==> config.mk <==
export PLATFORM = sky130hd
export DESIGN_NAME = uart_cmd_top
export DESIGN_NICKNAME = d
export VERILOG_FILES = /design/src/logic/uart_cfg_pkg.sv /design/src/logic/uart_cmd_pkg.sv /design/src/logic/uart_byte_if.sv /design/src/logic/uart_byte_rx.sv /design/src/logic/uart_byte_tx.sv /design/src/logic/uart_cmd_ctrl.sv /design/src/logic/uart_cmd_top.sv
export SDC_FILE = /design/constraint.sdc
export NUM_CORES = 1
export LEC_CHECK = 0
export ABC_AREA = 1
export BUFFER_PORTS_ARGS = -buffer_cell sky130_fd_sc_hd__buf_4
export CORE_MARGIN = 3
export CORE_UTILIZATION = 30
export CTS_CLUSTER_DIAMETER = 60
export CTS_CLUSTER_SIZE = 16
export DETAILED_ROUTE_END_ITERATION = 6
export GPL_TIMING_DRIVEN = 0
export SLEW_MARGIN = 15
export SYNTH_ARGS = -nofsm -noshare
export SYNTH_HDL_FRONTEND = slang
export SYNTH_SLANG_ARGS = --single-unit
==> constraint.sdc <==
create_clock -name clk -period 2.35 [get_ports clk]
set_clock_uncertainty 0.15 [all_clocks]
set_input_delay 0.5875 -clock clk [delete_from_list [all_inputs] [get_ports clk]]
set_output_delay 0.5875 -clock clk [all_outputs]
set_load 0.01 [all_outputs]
==> src/logic/uart_cfg_pkg.sv <==
package uart_cfg_pkg;

  // line timing, kept short for simulation.
  localparam int bit_cycles = 16;
  localparam int data_bits = 8;
  // start, data, parity and stop.
  localparam int frame_bits = data_bits + 3;
  localparam int gap_cycles = 100;
  localparam int reply_timeout_cycles = 40 * bit_cycles;

  localparam int bit_cnt_w = $clog2(bit_cycles);
  localparam int bit_idx_w = $clog2(frame_bits);
  localparam int gap_cnt_w = $clog2(gap_cycles);
  localparam int timeout_cnt_w = $clog2(reply_timeout_cycles);

  // compare points, sized to the counters.
  localparam logic [bit_cnt_w-1:0] sample_point = bit_cnt_w'(bit_cycles / 2);
  localparam logic [bit_cnt_w-1:0] bit_last = bit_cnt_w'(bit_cycles - 1);
  localparam logic [bit_idx_w-1:0] data_last_idx = bit_idx_w'(data_bits);
  localparam logic [bit_idx_w-1:0] parity_idx = bit_idx_w'(data_bits + 1);
  localparam logic [bit_idx_w-1:0] stop_idx = bit_idx_w'(frame_bits - 1);
  localparam logic [gap_cnt_w-1:0] gap_last = gap_cnt_w'(gap_cycles - 1);
  localparam logic [timeout_cnt_w-1:0] timeout_last =
    timeout_cnt_w'(reply_timeout_cycles - 1);

endpackage

==> src/logic/uart_cmd_pkg.sv <==
package uart_cmd_pkg;

  localparam int cmd_width = 16;
  // write flag, high byte goes out first.
  localparam int rw_bit = 15;

  typedef enum logic
  {
    cmd_read  = 1'b0,
    cmd_write = 1'b1
  } cmd_kind_e;

  typedef enum logic [2:0]
  {
    st_idle       = 3'd0,
    st_send_hi    = 3'd1,
    st_gap        = 3'd2,
    st_send_lo    = 3'd3,
    st_wait_reply = 3'd4,
    st_recv_reply = 3'd5
  } ctrl_state_e;

endpackage

==> src/logic/uart_byte_if.sv <==
`timescale 1ns/100ps

// one byte out through the framer.
interface byte_tx_if;
  logic                              start;
  logic [uart_cfg_pkg::data_bits-1:0] data;
  logic                              busy;
  logic                              done;

  modport ctrl (
    output start,
    output data,
    input  busy,
    input  done
  );

  modport framer (
    input  start,
    input  data,
    output busy,
    output done
  );
endinterface

// one armed byte back from the deframer.
interface byte_rx_if;
  logic                              arm;
  logic [uart_cfg_pkg::data_bits-1:0] data;
  logic                              valid;
  logic                              err;
  logic                              timeout;

  modport ctrl (
    output arm,
    input  data,
    input  valid,
    input  err,
    input  timeout
  );

  modport deframer (
    input  arm,
    output data,
    output valid,
    output err,
    output timeout
  );
endinterface

==> src/logic/uart_byte_rx.sv <==
`timescale 1ns/100ps

module uart_byte_rx (
  input  logic        clk,
  input  logic        rst_n,
  byte_rx_if.deframer bus,
  input  logic        rx
);

  logic                                    rx_meta;
  logic                                    rx_sync;
  logic                                    rx_prev;
  logic                                    fall;
  logic                                    active;
  logic                                    mid;
  logic [uart_cfg_pkg::bit_cnt_w-1:0]     baud_cnt;
  logic [uart_cfg_pkg::bit_idx_w-1:0]     bit_idx;
  logic [uart_cfg_pkg::timeout_cnt_w-1:0] timeout_cnt;
  logic [uart_cfg_pkg::data_bits-1:0]     shift_q;
  logic                                    par_q;
  logic                                    valid_q;
  logic                                    err_q;
  logic                                    timeout_q;

  assign fall = rx_prev && !rx_sync;
  assign mid = active && (baud_cnt == uart_cfg_pkg::sample_point);

  assign bus.data = shift_q;
  assign bus.valid = valid_q;
  assign bus.err = err_q;
  assign bus.timeout = timeout_q;

  // two-flop synchronizer plus an edge flop.
  always_ff @(posedge clk or negedge rst_n)
  begin
    if (!rst_n)
    begin
      rx_meta <= 1'b1;
      rx_sync <= 1'b1;
      rx_prev <= 1'b1;
    end
    else
    begin
      rx_meta <= rx;
      rx_sync <= rx_meta;
      rx_prev <= rx_sync;
    end
  end

  always_ff @(posedge clk or negedge rst_n)
  begin
    if (!rst_n)
    begin
      active <= 1'b0;
      baud_cnt <= '0;
      bit_idx <= '0;
      timeout_cnt <= '0;
      valid_q <= 1'b0;
      err_q <= 1'b0;
      timeout_q <= 1'b0;
    end
    else
    begin
      valid_q <= 1'b0;
      timeout_q <= 1'b0;
      if (!active)
      begin
        baud_cnt <= '0;
        bit_idx <= '0;
        if (!bus.arm)
          timeout_cnt <= '0;
        else if (fall)
        begin
          active <= 1'b1;
          timeout_cnt <= '0;
        end
        else if (timeout_cnt == uart_cfg_pkg::timeout_last)
        begin
          timeout_q <= 1'b1;
          timeout_cnt <= '0;
        end
        else
          timeout_cnt <= timeout_cnt + 1'b1;
      end
      else
      begin
        if (baud_cnt == uart_cfg_pkg::bit_last)
        begin
          baud_cnt <= '0;
          bit_idx <= bit_idx + 1'b1;
        end
        else
          baud_cnt <= baud_cnt + 1'b1;
        // a start bit gone high again by mid-bit was a glitch.
        if (mid && (bit_idx == '0) && rx_sync)
          active <= 1'b0;
        else if (mid && (bit_idx == uart_cfg_pkg::stop_idx))
        begin
          active <= 1'b0;
          valid_q <= 1'b1;
          err_q <= !(^{par_q, shift_q}) || !rx_sync;
        end
      end
    end
  end

  // lsb arrives first.
  always_ff @(posedge clk)
  begin
    if (mid && (bit_idx != '0) && (bit_idx < uart_cfg_pkg::parity_idx))
      shift_q <= {rx_sync, shift_q[uart_cfg_pkg::data_bits-1:1]};
    else if (mid && (bit_idx == uart_cfg_pkg::parity_idx))
      par_q <= rx_sync;
  end

  result_while_armed: assert property (@(posedge clk) disable iff (!rst_n)
    (bus.valid || bus.timeout) |-> bus.arm)
    else $error("reply result while the deframer is not armed");

endmodule

==> src/logic/uart_byte_tx.sv <==
`timescale 1ns/100ps

module uart_byte_tx (
  input  logic      clk,
  input  logic      rst_n,
  byte_tx_if.framer bus,
  output logic      tx
);

  logic                                busy_q;
  logic [uart_cfg_pkg::bit_cnt_w-1:0] baud_cnt;
  logic [uart_cfg_pkg::bit_idx_w-1:0] bit_idx;
  logic [uart_cfg_pkg::data_bits-1:0] shift_q;
  logic                                parity_q;
  logic                                bit_end;

  assign bit_end = busy_q && (baud_cnt == uart_cfg_pkg::bit_last);
  assign bus.busy = busy_q;
  // last cycle of the stop bit.
  assign bus.done = bit_end && (bit_idx == uart_cfg_pkg::stop_idx);

  always_ff @(posedge clk or negedge rst_n)
  begin
    if (!rst_n)
    begin
      busy_q <= 1'b0;
      baud_cnt <= '0;
      bit_idx <= '0;
      tx <= 1'b1;
    end
    else if (!busy_q)
    begin
      if (bus.start)
      begin
        busy_q <= 1'b1;
        baud_cnt <= '0;
        bit_idx <= '0;
        tx <= 1'b0;
      end
    end
    else if (bit_end)
    begin
      baud_cnt <= '0;
      bit_idx <= bit_idx + 1'b1;
      if (bit_idx == uart_cfg_pkg::stop_idx)
        busy_q <= 1'b0;
      else if (bit_idx == uart_cfg_pkg::parity_idx)
        tx <= 1'b1;
      else if (bit_idx == uart_cfg_pkg::data_last_idx)
        tx <= parity_q;
      else
        tx <= shift_q[0];
    end
    else
      baud_cnt <= baud_cnt + 1'b1;
  end

  // odd parity, so the frame carries an odd count of ones.
  always_ff @(posedge clk)
  begin
    if (!busy_q && bus.start)
    begin
      shift_q <= bus.data;
      parity_q <= ~^bus.data;
    end
    else if (bit_end && (bit_idx < uart_cfg_pkg::data_last_idx))
      shift_q <= shift_q >> 1;
  end

  start_while_busy: assert property (@(posedge clk) disable iff (!rst_n)
    bus.start |-> !busy_q)
    else $error("byte start while the framer is busy");

endmodule

==> src/logic/uart_cmd_ctrl.sv <==
`timescale 1ns/100ps

module uart_cmd_ctrl (
  input  logic                                clk,
  input  logic                                rst_n,
  input  logic [uart_cmd_pkg::cmd_width-1:0]  cmd,
  input  logic                                cmd_vld,
  output logic                                cmd_rdy,
  byte_tx_if.ctrl                             txb,
  byte_rx_if.ctrl                             rxb,
  output logic [uart_cfg_pkg::data_bits-1:0]  read_data,
  output logic                                read_rdy,
  output logic                                read_err,
  output logic                                read_timeout
);

  uart_cmd_pkg::ctrl_state_e               state;
  uart_cmd_pkg::ctrl_state_e               state_nxt;
  uart_cmd_pkg::cmd_kind_e                 kind;
  logic [uart_cmd_pkg::cmd_width-1:0]      cmd_q;
  logic [uart_cfg_pkg::gap_cnt_w-1:0]      gap_cnt;
  logic                                    accept;
  logic                                    gap_done;
  logic                                    reply_in;

  assign accept = cmd_rdy && cmd_vld;
  assign gap_done = (state == uart_cmd_pkg::st_gap) && (gap_cnt == uart_cfg_pkg::gap_last);
  assign reply_in = (state == uart_cmd_pkg::st_wait_reply) && rxb.valid;
  assign kind = uart_cmd_pkg::cmd_kind_e'(cmd_q[uart_cmd_pkg::rw_bit]);

  // high byte straight from the host, so the frame starts next cycle.
  assign txb.start = accept || gap_done;
  assign txb.data = accept ? cmd[uart_cmd_pkg::cmd_width-1 -: uart_cfg_pkg::data_bits]
                           : cmd_q[uart_cfg_pkg::data_bits-1:0];

  always_comb
  begin
    state_nxt = state;
    case (state)
      uart_cmd_pkg::st_idle:
        if (accept)
          state_nxt = uart_cmd_pkg::st_send_hi;
      uart_cmd_pkg::st_send_hi:
        if (txb.done)
          state_nxt = uart_cmd_pkg::st_gap;
      uart_cmd_pkg::st_gap:
        if (gap_done)
          state_nxt = uart_cmd_pkg::st_send_lo;
      uart_cmd_pkg::st_send_lo:
        if (txb.done)
          state_nxt = (kind == uart_cmd_pkg::cmd_write) ? uart_cmd_pkg::st_idle
                                                        : uart_cmd_pkg::st_wait_reply;
      uart_cmd_pkg::st_wait_reply:
        if (rxb.valid || rxb.timeout)
          state_nxt = uart_cmd_pkg::st_recv_reply;
      default:
        state_nxt = uart_cmd_pkg::st_idle;
    endcase
  end

  always_ff @(posedge clk or negedge rst_n)
  begin
    if (!rst_n)
    begin
      state <= uart_cmd_pkg::st_idle;
      cmd_rdy <= 1'b1;
      rxb.arm <= 1'b0;
      gap_cnt <= '0;
      read_rdy <= 1'b0;
      read_err <= 1'b0;
      read_timeout <= 1'b0;
    end
    else
    begin
      state <= state_nxt;
      cmd_rdy <= (state_nxt == uart_cmd_pkg::st_idle);
      // armed the cycle after the second done, dropped after the result.
      rxb.arm <= (state_nxt == uart_cmd_pkg::st_wait_reply);
      if (state == uart_cmd_pkg::st_gap)
        gap_cnt <= gap_cnt + 1'b1;
      else
        gap_cnt <= '0;
      read_rdy <= reply_in;
      read_timeout <= (state == uart_cmd_pkg::st_wait_reply) && rxb.timeout;
      if (reply_in)
        read_err <= rxb.err;
    end
  end

  always_ff @(posedge clk)
  begin
    if (accept)
      cmd_q <= cmd;
    if (reply_in)
      read_data <= rxb.data;
  end

  rdy_framer_idle: assert property (@(posedge clk) disable iff (!rst_n)
    cmd_rdy |-> !txb.busy)
    else $error("cmd_rdy high while the framer is busy");

endmodule

==> src/logic/uart_cmd_top.sv <==
`timescale 1ns/100ps

module uart_cmd_top (
  input  logic                                clk,
  input  logic                                rst_n,
  input  logic [uart_cmd_pkg::cmd_width-1:0]  cmd,
  input  logic                                cmd_vld,
  input  logic                                rx,
  output logic                                cmd_rdy,
  output logic                                tx,
  output logic [uart_cfg_pkg::data_bits-1:0]  read_data,
  output logic                                read_rdy,
  output logic                                read_err,
  output logic                                read_timeout
);

  byte_tx_if txb ();
  byte_rx_if rxb ();

  uart_cmd_ctrl ctrl_i (
    .clk          (clk),
    .rst_n        (rst_n),
    .cmd          (cmd),
    .cmd_vld      (cmd_vld),
    .cmd_rdy      (cmd_rdy),
    .txb          (txb.ctrl),
    .rxb          (rxb.ctrl),
    .read_data    (read_data),
    .read_rdy     (read_rdy),
    .read_err     (read_err),
    .read_timeout (read_timeout)
  );

  uart_byte_tx tx_i (
    .clk   (clk),
    .rst_n (rst_n),
    .bus   (txb.framer),
    .tx    (tx)
  );

  uart_byte_rx rx_i (
    .clk   (clk),
    .rst_n (rst_n),
    .bus   (rxb.deframer),
    .rx    (rx)
  );

endmodule

* Yosys cells after proc, flatten, opt, wreduce, memory -nomap -nowiden
Index checks and enable logic that the tools add are counted.
** Word-level totals
- Output and inout bits :: 13
- Flip-flop bits (word level) :: 92
- Word-level logic and storage cells :: 134
** Operators by class
- Equality and inequality tests :: 18
- Add/subtract/negate cells :: 6
- Reductions and logical operators :: 34
- Mux-type cells :: 45
- Order comparisons :: 2
- Bitwise gates (word level) :: 2
** Operators with widths (count)
- $mux 4 :: 9
- $eq 4x4->1 const B :: 8
- $mux 10 :: 3
- $mux 8 :: 3
- $mux 1 :: 22
- $mux 3 :: 6
- $add 4x1->4 const B :: 4
- $logic_and 1x1->1 :: 16
- $pmux 3 s5 :: 1
- $add 10x1->10 const B :: 1
- $eq 10x10->1 const B :: 1
- $reduce_xor 9->1 :: 1
- $lt 4x4->1 const B :: 2
- $reduce_xnor 8->1 :: 1
- $add 7x1->7 const B :: 1
- $eq 7x7->1 const B :: 1
- $mux 7 :: 1
- $eq 3x2->1 const B :: 2
- $eq 3x3->1 const B :: 2
- $logic_not 3->1 :: 2
- $ne 2x2->1 const B :: 3
- $reduce_and 3->1 :: 2
- $logic_not 4->1 :: 1
- $reduce_and 2->1 :: 2
- 6 further kinds :: 12

* Logic depth before layout (Yosys ltp)
Gate-level depths: netlist (run 1).
- Depth in word-level cells :: 6
- Mapped depth :: 12

* Modules after synthesis
A second synthesis (run 1) with hierarchy kept.
** Unflattened totals
- Cell total of the unflattened synthesis :: 436
- Area total of the unflattened synthesis :: 4068.9 sq um
** By module, submodules not included
- uart_byte_rx :: area each 1711.6 sq um, cells an instance 190, sequential area each 899.6 sq um, times used 1
- uart_cmd_ctrl :: area each 1305.0 sq um, cells an instance 121, sequential area each 887.1 sq um, times used 1
- uart_byte_tx :: area each 1052.3 sq um, cells an instance 125, sequential area each 521.8 sq um, times used 1

* Worst setup path before layout (run 1)
OpenSTA, ideal clock, no wires.
- Path kind :: register to register
- Start point :: register rx_i.baud_cnt[0] (netlist bit)
- End point :: register rx_i.par_q, enable pin
- Data arrival time :: 1683 ps
- Data required time :: 1963 ps
- Stages on the path, launching flop included :: 9
- Path buffers :: 0
- Slack :: 279 ps
- Cells stage by stage :: dfrtp_1 -> inv_1 -> ha_1 -> inv_1 -> nor2_1 -> nand3_1 -> nor3_1 -> nand3b_1 -> inv_1
** On the way
- Longest elaborated chain between the ends :: 6
- Elaborated cells between the ends (all ways) :: 7
** Ends and longest elaborated chain
- start, declared :: RTL line uart_byte_rx.sv:16 : logic [uart_cfg_pkg::bit_cnt_w-1:0] baud_cnt;
- start signal, assigned :: RTL line uart_byte_rx.sv:93 : baud_cnt <= baud_cnt + 1'b1;
- $eq 4x4->1 (*) :: RTL line uart_byte_rx.sv:26 : assign mid = active && (baud_cnt == uart_cfg_pkg::sample_point);
- $logic_and 1x1->1 (*) :: RTL line uart_byte_rx.sv:26
- $logic_and 1x1->1 (2 in series) :: RTL line uart_byte_rx.sv:110 : if (mid && (bit_idx != '0) && (bit_idx < uart_cfg_pkg::parity_idx))
- $not 1->1 (no source line)
- $reduce_and 2->1 (no source line) (*)
- end signal, assigned :: RTL line uart_byte_rx.sv:113 : par_q <= rx_sync;
- end, declared :: RTL line uart_byte_rx.sv:20 : logic par_q;
Mark *: on every way between the ends. The rest lies on a longest branch, timed or not.
A chain may end at the register's enable or synchronous reset.

* Worst setup path after layout (run 1)
- Start point :: register ctrl_i.gap_cnt[0] (netlist bit)
- End point :: register tx_i.shift_q[4] (netlist bit), enable pin
** On the way
- Longest elaborated chain between the ends :: 5
** Ends and longest elaborated chain
- start, declared :: RTL line uart_cmd_ctrl.sv:21 : logic [uart_cfg_pkg::gap_cnt_w-1:0] gap_cnt;
- start signal, assigned :: RTL line uart_cmd_ctrl.sv:80 : gap_cnt <= gap_cnt + 1'b1;
- $eq 7x7->1 :: RTL line uart_cmd_ctrl.sv:27 : assign gap_done = (state == uart_cmd_pkg::st_gap) && (gap_cnt == uart_cfg_pkg::gap_last);
- $logic_and 1x1->1 :: RTL line uart_cmd_ctrl.sv:27
- $logic_or 1x1->1 :: RTL line uart_cmd_ctrl.sv:32 : assign txb.start = accept || gap_done;
- $logic_and 1x1->1 :: RTL line uart_byte_tx.sv:61 : if (!busy_q && bus.start)
- $reduce_bool 2->1 (no source line)
- end signal, assigned :: RTL line uart_byte_tx.sv:63 : shift_q <= bus.data;
- end signal, assigned :: RTL line uart_byte_tx.sv:67 : shift_q <= shift_q >> 1;
- end, declared :: RTL line uart_byte_tx.sv:13 : logic [uart_cfg_pkg::data_bits-1:0] shift_q;
No other way between the ends.

==> results of run 1 <==
[power breakdown]
| group | switching (mW) | total [mW] | internal [mW] |
|---|---|---|---|
| clock | 0.534 | 1.25 | 0.714 |
| sequential | 0.00207 | 1.55 | 1.55 |
| combinational | 0.0229 | 0.0432 | 0.0203 |
| total | 0.559 | 2.84 | 2.28 |
[state kept, by name, summed over array words and instances (netlist names), 7 cells and up]
| register | cells |
|---|---|
| rx_i.bus.data | 8 |
| ctrl_i.cmd_q | 9 |
| tx_i.shift_q | 8 |
| rx_i.timeout_cnt | 10 |
| ctrl_i.read_data | 8 |
| ctrl_i.gap_cnt | 7 |
[path summary, 6_finish.rpt]
path                       cells past startpoint               from             endpoint
min in group clk                               0       rx_i.rx_meta         rx_i.rx_sync
hold reg to reg                                0       rx_i.rx_meta         rx_i.rx_sync
setup reg to reg                               8  ctrl_i.gap_cnt[0]      tx_i.shift_q[4]
hold / removal                                 1              rst_n     tx_i.baud_cnt[2]
setup / recovery                               8  ctrl_i.gap_cnt[0]      tx_i.shift_q[4]
max in group asynchronous                      1              rst_n  rx_i.timeout_cnt[7]
[per-stage QoR]
| step | util (%) | area, sq um | hold WS, ps | instances | power [mW] |
|---|---|---|---|---|---|
| final | 36.2 | 4810 | 111 | 671 | 2.84 |
| after floorplan | - | 4090 | 142 | 447 | 1.58 |
| after detailed placement | 34.2 | 4550 | 203 | 655 | 1.62 |
| after CTS | 36.2 | 4810 | 159 | 671 | 2.88 |
| after global routing | 36.2 | 4810 | 169 | 671 | 2.94 |
| after global placement | 34.2 | 4550 | 205 | 655 | 1.62 |
[repair_timing]
item                       CTS  global route
hold endpoints to repair     0             0
setup endpoints to repair   17             0
gates resized for setup      2             0
[area by class of cell]
type	count	area share, %
clock buffers	12	4.91
multi-input cells	292	31.2
plain buffers	5	0.884
flip-flops and latches	85	47.9
repair buffers	32	4.99
inverters	65	5.07
clock inverters	4	0.468
well taps	176	4.57
[worst register-to-register path: cells and delay by family, from the launching register on]
kind	cells	cell delay, ps
compound gates	1	410
fa+ha+maj	1	200
buf+inv	1	170
flops	1	360
simple gates	5	500
[synth_stat cells (4+ instances only)]
| cell type | n | area, sq um |
|---|---|---|
| nand2_1 | 123 | 462 |
| inv_1 | 63 | 236 |
| dfrtp_1 | 45 | 1130 |
| nor2_1 | 39 | 146 |
| edfxtp_1 | 35 | 1050 |
| nand3_1 | 23 | 115 |
| o21ai_0 | 21 | 105 |
| a21oi_1 | 18 | 90.1 |
| ha_1 | 13 | 163 |
| o21ai_2 | 12 | 105 |
| xor2_1 | 7 | 61.3 |
| nand2_2 | 6 | 37.5 |
| nor3_1 | 6 | 30.0 |
| dfstp_2 | 5 | 131 |
| nor2_2 | 5 | 31.3 |
| o21ai_1 | 4 | 20.0 |
[cells in the final DEF (no fill, tap or decap), types with 4 or more instances in the layout]
master	synthesis	final
nand2_1	123	123
inv_1	63	63
dfrtp_1	45	45
nor2_1	39	39
edfxtp_1	35	35
buf_4	0	32
nand3_1	23	23
o21ai_0	21	20
a21oi_1	18	18
ha_1	13	13
o21ai_2	12	12
clkbuf_16	0	9
xor2_1	7	7
nand2_2	6	6
nor3_1	6	5
o21ai_1	4	5
nor2_2	5	5
dfstp_2	5	5
clkbuf_1	1	4
[logic make-up (layout without fill, tap and decap cells)]
group           after synthesis  after routing  share of synthesized area, %
xor+xnor                      8              8                          1.71
fa+ha+maj                    13             13                          3.98
flops                        85             85                          56.4
simple gates                212            212                          22.2
buf+inv                      70            118                          7.01
compound gates               59             59                          8.63
[routing by layer]
metal | up-vias | global-route usage [%]
met4 | 0 | 4.41
li1 | 1523 | -
met1 | 1394 | 12.3
met2 | 44 | 17.8
met5 | - | 0
met3 | 8 | 2.58
==> results.sh, run 1 <==
export IMPL_hp_class="input port to asynchronous set/reset pin"
export IMPL_highest_layer="met4"
export IMPL_fin_crit_ps=2160
export IMPL_hold_viol=0
export IMPL_grt_antenna_before_repair=0
export IMPL_cts_sinks=85
export IMPL_cts_tree="built"
export IMPL_layout_nets=523
export IMPL_grt_pass1_vias=2891
export IMPL_worstPathArrival_ps=1970
export IMPL_wirelength_mm=7.38
export IMPL_die_area_sq_mm=0.0151
export IMPL_die_h_microns=123
export IMPL_regArea_sq_mm=0.00231
export IMPL_maxCapViolations=0
export IMPL_tns_ps=0
export IMPL_postRouteAntennaNets=0
export IMPL_power_density_mw_per_mm2=589
export IMPL_h_tree_depth=3
export IMPL_area_growth_syn_to_layout_pct=17.7
export IMPL_avgSynthCellArea_sq_um=9.15
export IMPL_post_cts_buffers=0
export IMPL_regToRegSetupSlack_ps=190
export IMPL_gp_congestion=0.808
export IMPL_cts_made_buffers=9
export IMPL_multi_input_area_sq_mm=0.00150
export IMPL_vias=2969
export IMPL_cts_clk_slew_worst_paths_ps=60
export IMPL_initial_utilization_pct=30.8
export IMPL_yosysUniqueCellTypes=32
export IMPL_route_met3_wl_microns=228
export IMPL_holdBufCountCts=0
export IMPL_rows=42
export IMPL_final_setup_viol_count=0
export IMPL_synth_edff_count=35
export IMPL_critical_path_buf_inv_count=1
export IMPL_final_layout_size_suffix_gt1_share_pct=17.2
export IMPL_synthesis_nets=480
export IMPL_grt_max_degree=51
export IMPL_post_drt_wl_per_cell_microns=11.0
export IMPL_core_area_sq_mm=0.0133
export IMPL_cp_end_kind="flip-flop"
export IMPL_rsz0062_at_grt="false"
export IMPL_criticalPathCategory="flip-flop to flip-flop"
export IMPL_first_pass_iters=5
export IMPL_diodes=0
export IMPL_ys_seq_area_share_pct=56.4
export IMPL_grt_pass1_wl_mm=12.5
export IMPL_cts_path_max_buffers=2
export IMPL_async_flop_share_pct=58.8
export IMPL_worstPathRequired_ps=2160
export IMPL_clockRootBuffer="clkbuf_16"
export IMPL_ios=33
export IMPL_slowest_stage="o21ai_1"
export IMPL_wl_met1_mm=3.28
export IMPL_nFillCells=1351
export IMPL_ir_worst_vdd_mv=0.345
export IMPL_critPathLaunchType="flip-flop"
export IMPL_synthFlopType="dfrtp_1"
export IMPL_dr_wl_met2_mm=3.76
export IMPL_crit_fanout=10
export IMPL_fin_ws_ps=193
export IMPL_slew_headroom_pct=49.2
export IMPL_synth_cells=447
export IMPL_netlist_area_sq_mm=0.00409
export IMPL_yosys_register_bits=85
export IMPL_die_w_microns=123
export IMPL_path_cells="ha_1, nand2_1, nor2_1, nand3_2, nand2_2, nand2_4, buf_6, o21ai_1"
export IMPL_detail_route_iter0_violations=108
export IMPL_clk_latency_ps=330
export IMPL_cpLargestDelayFamily="simple AND/OR/NAND/NOR gates"
export IMPL_worst_pin_slew_ps=756
export IMPL_pre_cts_slack_ps=-177
export IMPL_status="complete, no violations"
export IMPL_fin_crit_sh_pct=91.8
export IMPL_critPathMaxStageDelay_ps=410
export IMPL_overflow=0
export IMPL_io_buffers=32
export IMPL_via_per_inst=4.42
export IMPL_drc=0
export IMPL_power_leakage_nw=2.23
export IMPL_finalMaxSlewViolations=0
export IMPL_ys_warn_count=0
export IMPL_max_freq_mhz=464
export IMPL_hpwl_mm=5.43
export IMPL_grt_use_total_pct=10.4
No activity file was read; power rests on OpenSTA's default activity.
==> run 2: changes to the inputs <==
--- a/config.mk
+++ b/config.mk
@@ -16,4 +16,5 @@
 export SLEW_MARGIN = 15
 export SYNTH_ARGS = -nofsm -noshare
 export SYNTH_HDL_FRONTEND = slang
+export SYNTH_HIERARCHICAL = 1
 export SYNTH_SLANG_ARGS = --single-unit
==> run 2 against run 1 <==
Sequential power barely moved. Core utilization up 1.3 points. Critical path depth decreased by 2. Synthesized cell count decreased by 2.5%. Register-to-register slack about the same. Total power rose by 9.0%. Flip-flop and latch count unchanged. Die area decreased by 0.50%. Worst hold slack better by 21 ps. Clock power increased by 21%.
==> results.sh, run 2 <==
export IMPL_cts_made_buffers=9
export IMPL_nFillCells=1292
export IMPL_slew_headroom_pct=56.5
export IMPL_grt_use_total_pct=10.1
export IMPL_hpwl_mm=5.05
export IMPL_switching_share_pct=19.2
export IMPL_tns_ps=0
export IMPL_initial_utilization_pct=31.5
export IMPL_power_leakage_nw=2.27
export IMPL_holdBufCountCts=0
export IMPL_clockRootBuffer="clkbuf_16"
export IMPL_postRouteAntennaNets=0
export IMPL_layout_commonest_cell="nand2_1"
export IMPL_yosysMostFrequentCell="nand2_1"
export IMPL_synth_top_area_cell="dfrtp_1"
export IMPL_clockPowerShare_pct=48.7
export IMPL_critPathLaunchType="flip-flop"
export IMPL_top_regs="rx_i/timeout_cnt: 10 flops, ctrl_i/cmd_q: 9 flops"
export IMPL_async_flop_share_pct=58.8
export IMPL_top_register="rx_i/timeout_cnt"
export IMPL_worstPathRequired_ps=2170
export IMPL_crit_fanout=8
export IMPL_ios=33
export IMPL_maxCapViolations=0
export IMPL_synthesis_nets=470
export IMPL_grt_antenna_before_repair=0
export IMPL_criticalPathCategory="flip-flop to flip-flop"
export IMPL_grt_pass1_wl_mm=12.3
export IMPL_cts_sinks=85
export IMPL_ys_seq_area_share_pct=56.7
export IMPL_cts_clk_slew_worst_paths_ps=60
export IMPL_largest_reg_flops=10
export IMPL_p_total_mw=3.09
export IMPL_yosysUniqueCellTypes=32
export IMPL_worst_pin_slew_ps=649
export IMPL_detail_route_iter0_violations=157
export IMPL_yosys_register_bits=85
export IMPL_seq_power_share_pct=50.0
export IMPL_gp_congestion=0.752
export IMPL_ys_warn_count=6
export IMPL_ir_worst_vdd_mv=0.292
export IMPL_synth_common_cells="nand2_1 (122), inv_1 (54), dfrtp_1 (45)"
export IMPL_stdcell_count=656
export IMPL_synth_top_cell_area_share_pct=27.7
export IMPL_cp_end_kind="flip-flop"
export IMPL_met3_usage_pct=2.40
export IMPL_io_buffers=32
export IMPL_synth_area_leaders="dfrtp_1 (28%), edfxtp_1 (26%), nand2_1 (11%)"
export IMPL_grtUsageMet2_pct=16.5
export IMPL_worstPathArrival_ps=1960
export IMPL_power_density_mw_per_mm2=637
export IMPL_dp_cells=640
export IMPL_grt_max_degree=51
export IMPL_rsz0062_at_grt="false"
export IMPL_fin_crit_sh_pct=91.2
export IMPL_drc=0
export IMPL_layout_common_cells="nand2_1 (122), inv_1 (54), dfrtp_1 (45)"
export IMPL_clk_latency_ps=330
export IMPL_cpMostUsedCell="inv_1"
export IMPL_overflow=0
export IMPL_rows=41
export IMPL_path_cells="inv_1, ha_1, nand3_1, inv_1, or2_2, nor3_2"
export IMPL_diodes=0
export IMPL_final_layout_size_suffix_gt1_share_pct=17.8
export IMPL_cts_tree="built"
export IMPL_hp_class="input port to asynchronous set/reset pin"
export IMPL_core_area_sq_mm=0.0129
export IMPL_hold_viol=0
export IMPL_netlist_area_sq_mm=0.00407
export IMPL_synthFlopType="dfrtp_1"
export IMPL_status="complete, no violations"
export IMPL_post_cts_buffers=0
export IMPL_grt_use_met1_pct=13.0
export IMPL_slowest_stage="nor3_2"
export IMPL_layout_nets=513
export IMPL_critPathMaxStageDelay_ps=500
export IMPL_synth_edff_count=35
export IMPL_switching_power_uw=595
export IMPL_wirelength_mm=7.04
export IMPL_power_frac_comb_pct=1.3
export IMPL_cts_path_max_buffers=2
export IMPL_fin_crit_ps=2140
export IMPL_finalMaxSlewViolations=0
export IMPL_via_per_inst=4.37
export IMPL_die_h_microns=122
export IMPL_area_growth_syn_to_layout_pct=19.3
export IMPL_max_freq_mhz=466
export IMPL_synth_cells=436
export IMPL_vias=2864
export IMPL_avgSynthCellArea_sq_um=9.33
export IMPL_grt_pass1_vias=2761
export IMPL_internal_power_mw=2.50
export IMPL_post_drt_wl_per_cell_microns=10.7
export IMPL_busiest_layer="met2"
export IMPL_final_setup_viol_count=0
export IMPL_first_pass_iters=4
export IMPL_h_tree_depth=3
export IMPL_die_area_sq_mm=0.0150
export IMPL_die_w_microns=122
==> run 2: worst paths after layout <==
kind / startpoint / to / slack [ps] / depth (start not counted)
max in group asynchronous: rst_n / tx_i/bus.busy / 1490 / 1
hold / removal: rst_n / ctrl_i/gap_cnt[6] / 130 / 1
setup reg to reg: rx_i/bit_idx[0] / rx_i/bus.data[0] / 210 / 6
min in group clk: rx_i/rx_meta / rx_i/rx_sync / 210 / 0
setup / recovery: rx_i/bit_idx[0] / rx_i/bus.data[0] / 210 / 6
hold reg to reg: rx_i/rx_meta / rx_i/rx_sync / 210 / 0
==> run 2: cells by family (layout without fill, tap and decap cells) <==
logic type	after synthesis	after routing	share of synthesized area, %
flip-flops	85	85	56.7
buffers and inverters	63	111	6.12
adder cells (fa/ha/maj)	14	14	4.31
XOR/XNOR	12	12	2.58
AND/OR/NAND/NOR	219	219	24.5
AO/OA/AOI/OAI	43	43	5.78
==> run 2: critical path: cells and delay by family (launching register included) <==
| family | cells | cell delay, ps |
|---|---|---|
| AND/OR/NAND/NOR | 3 | 870 |
| flip-flops | 1 | 390 |
| buffers and inverters | 2 | 160 |
| adder cells (fa/ha/maj) | 1 | 210 |
==> run 2: power by group through the flow <==
stage	sequential, mW	clock [mW]	combinational, mW
after floorplan	1.58	0	0.00107
after global placement	1.58	0	0.0430
after detailed placement	1.58	0	0.0435
after CTS	1.55	1.55	0.0438
after global routing	1.55	1.62	0.0471
final	1.55	1.51	0.0415
==> run 2: through the flow <==
step	cell area, sq um	setup WS [ps]	hold WS [ps]	utilization, %
after floorplan	4070	173	142	-
after global placement	4520	-179	196	35.0
after detailed placement	4520	-178	200	35.0
after CTS	4850	172	156	37.6
after global routing	4850	52.6	182	37.6
final	4850	206	131	37.6
==> run 2: layout make-up <==
type	instances	area (sq um)	share of cell area (%)
plain buffers	3	23.8	0.490
clock buffers	9	225	4.64
clock inverters	7	96.3	1.98
inverters	60	225	4.64
multi-input cells	288	1520	31.3
flip-flops and latches	85	2310	47.6
well taps	172	215	4.43
repair buffers	32	240	4.95
==> run 2: repair_timing <==
item                                   4_1_cts  5_1_grt
endpoints found under the hold margin        0        0
resized for setup                            2        0
setup endpoints to repair                   16        0
==> run 2: routing by layer <==
layer  routed length [microns]  part of all wire (%)
met1                      3310                    47
met2                      3380                    48
met3                       238                   3.4
met4                       106                   1.5
met5                         0                     0
